===== src/source/clic_pkg.sv =====
// shared CLIC types; vector and entry CSR windows hold at most 64 lines each
`default_nettype none

package clic_pkg;

  // csr data and address
  typedef logic [31:0] word;
  typedef logic [11:0] csr_addr_t;

  // instruction memory side
  localparam int IMemAddrWidth = 32;
  typedef logic [IMemAddrWidth-1:0] imem_addr_t;

  // priority levels, 0 is the lowest
  localparam int PrioWidth = 4;
  typedef logic [PrioWidth-1:0] prio_t;

  // mstatus holds only the low bits, global enable at bit 3
  localparam int MStatusWidth = 4;
  localparam int MStatusMieBit = 3;

  // csr operation as decoded by the core
  typedef enum logic [1:0] {
    CSR_NONE  = 2'b00,
    CSR_WRITE = 2'b01,
    CSR_SET   = 2'b10,
    CSR_CLEAR = 2'b11
  } csr_op_e;

  // entry layout keeps pend in bit 0 so a 5 bit immediate reaches all fields
  typedef struct packed {
    prio_t prio;
    logic  enabled;
    logic  pended;
  } entry_t;

  // one level of the return stack
  typedef struct packed {
    imem_addr_t addr;
    prio_t      thresh;
  } stack_entry_t;

  // pc mux select towards the core
  typedef enum logic {
    PC_NORMAL    = 1'b0,
    PC_INTERRUPT = 1'b1
  } pc_sel_e;

  // fixed csr map
  localparam csr_addr_t MStatusAddr      = 12'h300;
  localparam csr_addr_t MIntThreshAddr   = 12'h347;
  localparam csr_addr_t StackDepthAddr   = 12'h350;
  localparam csr_addr_t TimerCompareAddr = 12'h400;

  // per line windows, line k sits at base + k
  localparam csr_addr_t VecCsrBase   = 12'hb00;
  localparam csr_addr_t EntryCsrBase = 12'hb40;

endpackage : clic_pkg

`default_nettype wire


===== src/source/csr_reg.sv =====
// one CSR; a software access in the same cycle wins over the external write
`default_nettype none

module csr_reg #(
  parameter int                  CsrWidth = 32,
  parameter clic_pkg::csr_addr_t Addr     = '0
) (
  input  wire                  clk,
  input  wire                  rst_i,

  // shared csr bus
  input  wire                  csr_enable_i,
  input  clic_pkg::csr_addr_t  csr_addr_i,
  input  clic_pkg::csr_op_e    csr_op_i,
  input  clic_pkg::word        csr_data_i,

  // hardware side update
  input  wire                  ext_we_i,
  input  wire [CsrWidth-1:0]   ext_data_i,

  output logic [CsrWidth-1:0]  value_o,
  output clic_pkg::word        rdata_o
);
  import clic_pkg::*;

  logic [CsrWidth-1:0] data_q;
  logic [CsrWidth-1:0] src;
  logic                sw_access;

  assign sw_access = csr_enable_i && (csr_addr_i == Addr) && (csr_op_i != CSR_NONE);
  // upper bus bits beyond the register are dropped
  assign src = csr_data_i[CsrWidth-1:0];

  always_ff @(posedge clk) begin
    if (rst_i) begin
      data_q <= '0;
    end else if (sw_access) begin
      case (csr_op_i)
        CSR_WRITE: data_q <= src;
        CSR_SET:   data_q <= data_q | src;
        CSR_CLEAR: data_q <= data_q & ~src;
        default:   data_q <= data_q;
      endcase
    end else if (ext_we_i) begin
      data_q <= ext_data_i;
    end
  end

  assign value_o = data_q;
  assign rdata_o = word'(data_q);

endmodule : csr_reg

`default_nettype wire


===== src/source/clic_timer.sv =====
// free-running compare timer; a compare value of zero stops the pend pulses
`default_nettype none

module clic_timer (
  input  wire                 clk,
  input  wire                 rst_i,

  // shared csr bus
  input  wire                 csr_enable_i,
  input  clic_pkg::csr_addr_t csr_addr_i,
  input  clic_pkg::csr_op_e   csr_op_i,
  input  clic_pkg::word       csr_data_i,

  output clic_pkg::word       rdata_o,
  output logic                pend_o
);
  import clic_pkg::*;

  word  compare;
  word  count_q;
  logic wrap;

  // compare value, software access only
  csr_reg #(
    .CsrWidth ($bits(word)),
    .Addr     (TimerCompareAddr)
  ) compare_csr (
    .clk,
    .rst_i,
    .csr_enable_i,
    .csr_addr_i,
    .csr_op_i,
    .csr_data_i,
    .ext_we_i   (1'b0),
    .ext_data_i ('0),
    .value_o    (compare),
    .rdata_o
  );

  // also recovers when compare is lowered below the running count
  assign wrap = (count_q >= compare);

  always_ff @(posedge clk) begin
    if (rst_i) begin
      count_q <= '0;
    end else if (wrap) begin
      count_q <= '0;
    end else begin
      count_q <= count_q + 32'd1;
    end
  end

  // one pulse per period of compare + 1 cycles
  assign pend_o = wrap && (compare != '0);

endmodule : clic_timer

`default_nettype wire


===== src/source/epc_stack.sv =====
// return stack of StackDepth-1 levels; push when full and pop when empty are ignored
`default_nettype none

module epc_stack #(
  parameter int StackDepth = 16
) (
  input  wire                    clk,
  input  wire                    rst_i,

  input  wire                    push_i,
  input  wire                    pop_i,
  input  clic_pkg::stack_entry_t data_i,

  output clic_pkg::stack_entry_t data_o,
  output clic_pkg::prio_t        depth_o
);
  import clic_pkg::*;

  // each nesting level raises the threshold, so StackDepth-1 levels are enough
  localparam prio_t IdxMax = prio_t'(StackDepth - 1);

  stack_entry_t mem [StackDepth-1];
  prio_t        idx_q;
  prio_t        top_idx;

  always_ff @(posedge clk) begin
    if (push_i && (idx_q != IdxMax)) begin
      mem[idx_q] <= data_i;
    end
  end

  always_ff @(posedge clk) begin
    if (rst_i) begin
      idx_q <= '0;
    end else if (push_i) begin
      if (idx_q != IdxMax) idx_q <= idx_q + 1'b1;
    end else if (pop_i && (idx_q != '0)) begin
      idx_q <= idx_q - 1'b1;
    end
  end

  // top entry, slot 0 when empty
  assign top_idx = (idx_q == '0) ? '0 : idx_q - 1'b1;
  assign data_o  = mem[top_idx];
  assign depth_o = idx_q;

endmodule : epc_stack

`default_nettype wire


===== src/source/prio_arbiter.sv =====
// combinational max search over VecSize >= 2 lines; on equal priority the higher index wins
`default_nettype none

module prio_arbiter #(
  parameter int VecSize = 8
) (
  input  clic_pkg::entry_t     entries_i [VecSize],
  input  clic_pkg::imem_addr_t vectors_i [VecSize],
  input  clic_pkg::prio_t      thresh_i,

  output clic_pkg::prio_t      max_prio_o,
  output logic [$clog2(VecSize)-1:0] max_id_o,
  output clic_pkg::imem_addr_t max_vec_o,
  output logic                 found_o
);
  import clic_pkg::*;

  localparam int IdWidth = $clog2(VecSize);

  // running maximum starts at the threshold
  always_comb begin
    max_prio_o = thresh_i;
    max_id_o   = '0;
    max_vec_o  = '0;
    found_o    = 1'b0;
    for (int k = 0; k < VecSize; k++) begin
      // >= lets a later line take over on a tie
      if (entries_i[k].enabled && entries_i[k].pended &&
          (entries_i[k].prio >= max_prio_o)) begin
        max_prio_o = entries_i[k].prio;
        max_id_o   = IdWidth'(k);
        max_vec_o  = vectors_i[k];
        found_o    = 1'b1;
      end
    end
  end

endmodule : prio_arbiter

`default_nettype wire


===== src/source/n_clic.sv =====
// nested CLIC top; pc_i of all ones marks an interrupt return, the core follows pc_sel_o at once
`default_nettype none

module n_clic #(
  parameter int VecSize = 8
) (
  input  wire                  clk,
  input  wire                  rst_i,

  // csr bus from the core
  input  wire                  csr_enable_i,
  input  clic_pkg::csr_addr_t  csr_addr_i,
  input  clic_pkg::csr_op_e    csr_op_i,
  input  clic_pkg::word        csr_data_i,

  // current pc, all ones on return
  input  clic_pkg::imem_addr_t pc_i,

  output clic_pkg::word        csr_data_o,
  output clic_pkg::imem_addr_t int_addr_o,
  output logic [$clog2(VecSize)-1:0] int_id_o,
  output clic_pkg::prio_t      int_prio_o,
  output clic_pkg::pc_sel_e    pc_sel_o,
  output clic_pkg::prio_t      level_o,
  output logic                 interrupt_o,
  output logic                 tail_chain_o
);
  import clic_pkg::*;

  localparam int StackDepth = 2 ** PrioWidth;

  // mstatus
  logic [MStatusWidth-1:0] mstatus_q;
  word                     mstatus_rdata;

  csr_reg #(
    .CsrWidth (MStatusWidth),
    .Addr     (MStatusAddr)
  ) mstatus_csr (
    .clk,
    .rst_i,
    .csr_enable_i,
    .csr_addr_i,
    .csr_op_i,
    .csr_data_i,
    .ext_we_i   (1'b0),
    .ext_data_i ('0),
    .value_o    (mstatus_q),
    .rdata_o    (mstatus_rdata)
  );

  // threshold, also written by take, tail-chain and return
  prio_t thresh_q;
  prio_t thresh_wdata;
  logic  thresh_we;
  word   thresh_rdata;

  csr_reg #(
    .CsrWidth (PrioWidth),
    .Addr     (MIntThreshAddr)
  ) thresh_csr (
    .clk,
    .rst_i,
    .csr_enable_i,
    .csr_addr_i,
    .csr_op_i,
    .csr_data_i,
    .ext_we_i   (thresh_we),
    .ext_data_i (thresh_wdata),
    .value_o    (thresh_q),
    .rdata_o    (thresh_rdata)
  );

  // vector table and entries
  imem_addr_t vec_q       [VecSize];
  word        vec_rdata   [VecSize];
  entry_t     entry_q     [VecSize];
  word        entry_rdata [VecSize];
  logic       entry_we    [VecSize];
  entry_t     entry_wdata [VecSize];

  for (genvar k = 0; k < VecSize; k++) begin : gen_line
    csr_reg #(
      .CsrWidth (IMemAddrWidth),
      .Addr     (VecCsrBase + csr_addr_t'(k))
    ) vec_csr (
      .clk,
      .rst_i,
      .csr_enable_i,
      .csr_addr_i,
      .csr_op_i,
      .csr_data_i,
      .ext_we_i   (1'b0),
      .ext_data_i ('0),
      .value_o    (vec_q[k]),
      .rdata_o    (vec_rdata[k])
    );

    csr_reg #(
      .CsrWidth ($bits(entry_t)),
      .Addr     (EntryCsrBase + csr_addr_t'(k))
    ) entry_csr (
      .clk,
      .rst_i,
      .csr_enable_i,
      .csr_addr_i,
      .csr_op_i,
      .csr_data_i,
      .ext_we_i   (entry_we[k]),
      .ext_data_i (entry_wdata[k]),
      .value_o    (entry_q[k]),
      .rdata_o    (entry_rdata[k])
    );
  end

  // compare timer pends line 0
  word  timer_rdata;
  logic timer_pend;

  clic_timer timer (
    .clk,
    .rst_i,
    .csr_enable_i,
    .csr_addr_i,
    .csr_op_i,
    .csr_data_i,
    .rdata_o (timer_rdata),
    .pend_o  (timer_pend)
  );

  // return stack
  logic         push;
  logic         pop;
  stack_entry_t push_data;
  stack_entry_t stack_top;

  assign push_data = '{addr: pc_i, thresh: thresh_q};

  epc_stack #(
    .StackDepth (StackDepth)
  ) stack (
    .clk,
    .rst_i,
    .push_i  (push),
    .pop_i   (pop),
    .data_i  (push_data),
    .data_o  (stack_top),
    .depth_o (level_o)
  );

  // highest pending line
  prio_t                      max_prio;
  logic [$clog2(VecSize)-1:0] max_id;
  imem_addr_t                 max_vec;
  logic                       found;

  prio_arbiter #(
    .VecSize (VecSize)
  ) arbiter (
    .entries_i  (entry_q),
    .vectors_i  (vec_q),
    .thresh_i   (thresh_q),
    .max_prio_o (max_prio),
    .max_id_o   (max_id),
    .max_vec_o  (max_vec),
    .found_o    (found)
  );

  logic ret_pc;
  logic take;

  assign ret_pc = (pc_i == '1);
  assign take   = mstatus_q[MStatusMieBit] && found && (max_prio > thresh_q);

  // take, tail-chain, return or none
  always_comb begin
    push         = 1'b0;
    pop          = 1'b0;
    thresh_we    = 1'b0;
    thresh_wdata = thresh_q;
    interrupt_o  = 1'b0;
    tail_chain_o = 1'b0;
    pc_sel_o     = PC_NORMAL;
    int_addr_o   = pc_i;
    int_id_o     = '0;
    int_prio_o   = thresh_q;
    for (int k = 0; k < VecSize; k++) begin
      entry_we[k]    = 1'b0;
      entry_wdata[k] = entry_q[k];
    end

    if (timer_pend) begin
      entry_we[0]           = 1'b1;
      entry_wdata[0].pended = 1'b1;
    end

    // on a return pc a waiting line is chained instead of pushing the all ones pc
    if (ret_pc && found) begin
      tail_chain_o = 1'b1;
      interrupt_o  = 1'b1;
      pc_sel_o     = PC_INTERRUPT;
      int_addr_o   = max_vec;
      int_id_o     = max_id;
      int_prio_o   = max_prio;
      thresh_we    = 1'b1;
      thresh_wdata = max_prio;
    end else if (take) begin
      push         = 1'b1;
      interrupt_o  = 1'b1;
      pc_sel_o     = PC_INTERRUPT;
      int_addr_o   = max_vec;
      int_id_o     = max_id;
      int_prio_o   = max_prio;
      thresh_we    = 1'b1;
      thresh_wdata = max_prio;
    end else if (ret_pc) begin
      pop          = 1'b1;
      pc_sel_o     = PC_INTERRUPT;
      int_addr_o   = stack_top.addr;
      int_prio_o   = stack_top.thresh;
      thresh_we    = 1'b1;
      thresh_wdata = stack_top.thresh;
    end

    // clearing the served line overrides a timer pend in the same cycle
    if (tail_chain_o || push) begin
      entry_we[max_id]           = 1'b1;
      entry_wdata[max_id].pended = 1'b0;
    end
  end

  // csr read mux
  always_comb begin
    csr_data_o = '0;
    if (csr_addr_i == MStatusAddr) begin
      csr_data_o = mstatus_rdata;
    end else if (csr_addr_i == MIntThreshAddr) begin
      csr_data_o = thresh_rdata;
    end else if (csr_addr_i == TimerCompareAddr) begin
      csr_data_o = timer_rdata;
    end else if (csr_addr_i == StackDepthAddr) begin
      csr_data_o = word'(level_o);
    end else begin
      for (int k = 0; k < VecSize; k++) begin
        if (csr_addr_i == VecCsrBase + csr_addr_t'(k)) csr_data_o = vec_rdata[k];
        if (csr_addr_i == EntryCsrBase + csr_addr_t'(k)) csr_data_o = entry_rdata[k];
      end
    end
  end

endmodule : n_clic

`default_nettype wire


===== config.mk =====
export PLATFORM = sky130hd
export DESIGN_NAME = n_clic
export DESIGN_NICKNAME = d
export VERILOG_FILES = /design/src/source/clic_pkg.sv /design/src/source/csr_reg.sv /design/src/source/clic_timer.sv /design/src/source/epc_stack.sv /design/src/source/prio_arbiter.sv /design/src/source/n_clic.sv
export SDC_FILE = /design/constraint.sdc
export NUM_CORES = 2
export LEC_CHECK = 0
export ABC_AREA = 1
export BUFFER_PORTS_ARGS = -buffer_cell sky130_fd_sc_hd__buf_2
export CAP_MARGIN = 20
export CORE_ASPECT_RATIO = 1.5
export CORE_MARGIN = 1
export CORE_UTILIZATION = 60
export DETAILED_ROUTE_END_ITERATION = 16
export PLACE_DENSITY = 0.78
export SLEW_MARGIN = 20
export SYNTH_ARGS = -nofsm -noshare
export SYNTH_HDL_FRONTEND = slang
export SYNTH_SLANG_ARGS = --single-unit

===== constraint.sdc =====
create_clock -name clk -period 21.9 [get_ports clk]
set_input_delay 1.095 -clock clk [delete_from_list [all_inputs] [get_ports clk]]
set_output_delay 1.095 -clock clk [all_outputs]
set_load 0.05 [all_outputs]

==> impl_metrics.py <==
metrics = {
    "floorplanning": {
        "coreArea_um2": 71800,
        "die_h_um": 333,
        "dieArea_um2": 74000,
        "start_util": 0.610,
        "rows": 120,
        "io_pins": 159,
        "die_w_um": 222,
    },
    "sta": {
        "fin_crit_ns": 17.76,
        "max_freq_mhz": 56.3,
        "finalCritPeriodShare": 0.811,
        "setup_tns_ns": 0,
        "grt_setup_unrepaired": "false",
        "clock_skew_ns": 0.0358,
        "relSlewSlack": 0.270,
        "whs_ns": 0.476,
        "hold_viol": 0,
        "final_max_slew_viol_count": 0,
        "max_slew.worst_pin.slew_ns": 1.09,
        "setup_viol": 0,
    },
    "place": {
        "place_congestion": 1.00,
        "port_buffers": 158,
        "hpwlAfterDp_um": 91900,
        "placed_area_um2": 44900,
    },
    "worst_setup_path": {
        "path_max_fanout": 73,
        "critPathLaunchType": "flop",
        "crit_buf_inv": 7,
        "cp.required_ns": 20.81,
        "critPathMaxStageDelay_ns": 0.68,
        "crit_path_end_kind": "primary output",
        "crit_arrival_ns": 16.67,
        "cp_slowest_cell": "dfxtp_1",
        "cp_top_family": "simple AND/OR/NAND/NOR gates",
        "critical_path_class": "reg2out",
    },
    "synth": {
        "synth_seq_cells": 920,
        "syn-cell-area_um2": 43700,
        "yosysSeqAreaShare": 0.545,
        "synthesis.nets": 4839,
        "ys_types": 55,
        "synth_ff_type": "edfxtp_1",
        "ys_warn_count": 0,
        "synth-edff-count": 540,
        "synthCells": 4691,
        "syn_area_per_cell_um2": 9.32,
        "async_flop_share": 0,
    },
    "detailed_routing": {
        "drt_iter0_drc": 5844,
        "drt-vias-per-instance": 6.79,
        "first_pass_iters": 10,
        "wl_per_cell_um": 25.9,
        "num_vias": 38104,
        "wl_um": 146000,
        "drc": 0,
        "ant_nets": 0,
    },
    "power": {
        "power_density_nw_per_um2": 71.3,
        "p_leak_uw": 0.0154,
        "ir_drop_uv": 61.4,
    },
    "layout": {
        "fill_cells": 5655,
        "final_cell_area_um2": 47600,
        "final_nets": 4765,
        "syn_to_final_growth_pct": 8.81,
        "drive_gt1_frac": 0.0942,
    },
    "cts": {
        "clk_latency_ns": 0.67,
        "h-tree-depth": 3,
        "hold_buffers": 0,
        "clockRootBuffer": "clkbuf_16",
        "cts_buffers": 84,
        "cts_buffer_depth": 3,
        "clkTransAtPathRegs_ns": 0.06,
        "clock_sinks": 920,
        "postCtsSetupRepairBufs": 0,
        "cts_tree": "built",
        "ctsResizeCount": 0,
    },
    "grt": {
        "grt_max_degree": 99,
        "grt_pass1_vias": 35320,
        "grt_usage": 0.385,
        "antenna_found_initial": 15,
        "overflow": 0,
        "grt_pass1_wl_um": 214000,
    },
    "flow_run": {
        "drv_cap": 0,
    },
    "hold_path": {
        "hold_path.class": "reg2reg",
    },
    "outcome": {
        "outcome": "completed",
    },
}
-- worst register-to-register path, delay by kind of cell, from the launching register on --
kind                     cells  cell delay [ns]
buffers and inverters        9             1.30
flip-flops                   1             0.68
AND/OR/NAND/NOR             54             8.75
adder cells (fa/ha/maj)      9             3.09
AO/OA/AOI/OAI               11             2.43
-- through the flow --
stage / total power, µW / std cells / utilization / setup WS, ns
2_1_floorplan: 1920 / 4691 / - / 10.01
3_3_place_gp: 1970 / 5446 / 0.626 / 5.13
3_5_place_dp: 1970 / 5446 / 0.626 / 4.92
4_1_cts: 3390 / 5596 / 0.663 / 4.19
5_1_grt: 3470 / 5599 / 0.663 / 2.83
6_report: 3400 / 5608 / 0.663 / 4.14
-- registers in the layout, indices dropped and copies added (netlist names) --
register / count
timer.compare_csr.rdata_o: 32
thresh_csr.value_o: 4
mstatus_csr.value_o: 4
gen_line.vec_csr.rdata_o: 256
gen_line.entry_csr.value_o: 48
stack.mem: 540
timer.count_q: 32
stack.depth_o: 4
-- layout by cell type (no fill, tap or decap), types with 16 or more instances in the layout --
cell and instances:
a211oi_1 56, a21boi_0 16, a21oi_1 244, a221oi_1 304, a22oi_1 30, buf_2 157, buf_4 65, clkbuf_1 24
clkbuf_16 85, clkinv_2 16, dfxtp_1 379, edfxtp_1 540, ha_1 66, inv_1 466, nand2_1 617, nand2_2 16
nand2_4 18, nand3_1 137, nand4_1 25, nor2_1 318, nor2_4 27, nor3_1 38, o211ai_1 197, o21a_1 26
o21ai_0 447, o21ai_1 56, o221ai_1 71, o22ai_1 104
-- final cells by class --
cell class	count	area [µm²]	share of cell area
well taps	915	1140	0.0241
repair buffers	223	1290	0.0271
clock buffers	119	2350	0.0495
flip-flops and latches	920	23800	0.501
diodes	12	30.0	0.000631
multi-input cells	2903	16800	0.353
inverters	485	1830	0.0384
clock inverters	31	322	0.00676
-- routing by layer --
metal  up-vias  global-route usage  share of wire  wire length [µm]
li1      16897                   -              -                 -
met1     18147               0.464           0.35             50700
met2      2473               0.623           0.47             68000
met3       573              0.0811           0.11             16300
met4        14               0.252          0.071             10300
met5         -              0.0145         0.0015               225
-- power breakdown --
group	total [µW]	internal, µW	switching [µW]
Clock	1460	792	667
Sequential	1820	1820	0.0296
Combinational	112	17.5	94.7
-- cells by family (layout without fill, tap and decap cells) --
logic type | Yosys count | in the layout | share of synthesized area
AO/OA/AOI/OAI | 1587 | 1587 | 0.238
adder cells (fa/ha/maj) | 67 | 67 | 0.0192
AND/OR/NAND/NOR | 1237 | 1237 | 0.119
buffers and inverters | 868 | 858 | 0.0765
XOR/XNOR | 12 | 12 | 0.00240
flip-flops | 920 | 920 | 0.545
other | 0 | 12 | 0
-- final timing paths --
path / start / to / slack [ns] / depth (start not counted)
hold / removal: mstatus_csr.value_o[0] / mstatus_csr.value_o[0] / 0.48 / 2
hold reg to reg: mstatus_csr.value_o[0] / mstatus_csr.value_o[0] / 0.48 / 2
setup reg to reg: thresh_csr.value_o[3] / stack.mem[9][29] / 5.28 / 83
setup / recovery: thresh_csr.value_o[3] / int_addr_o[5] / 4.14 / 80
-- cell usage after synthesis, types with 8 or more instances --
library cell / number / share of area
a211oi_1: 56 / 0.0096
a21boi_0: 16 / 0.0027
a21oi_1: 244 / 0.028
a221oi_1: 304 / 0.061
a22oi_1: 30 / 0.0051
buf_1: 45 / 0.0039
buf_2: 9 / 0.0010
buf_6: 8 / 0.0021
clkbuf_1: 317 / 0.027
dfxtp_1: 380 / 0.17
edfxtp_1: 540 / 0.37
ha_1: 67 / 0.019
inv_1: 469 / 0.040
inv_2: 8 / 0.00069
nand2_1: 618 / 0.053
nand2_2: 16 / 0.0023
nand2_4: 17 / 0.0044
nand3_1: 137 / 0.016
nand4_1: 25 / 0.0036
nor2_1: 348 / 0.030
nor3_1: 38 / 0.0043
nor3b_1: 10 / 0.0017
o2111ai_1: 14 / 0.0028
o211ai_1: 197 / 0.034
o21a_1: 26 / 0.0045
o21ai_0: 450 / 0.051
o21ai_1: 53 / 0.0061
o221ai_1: 71 / 0.014
o22ai_1: 104 / 0.015
or2_2: 10 / 0.0014
Note: power is estimated with default switching activity, not from simulation.
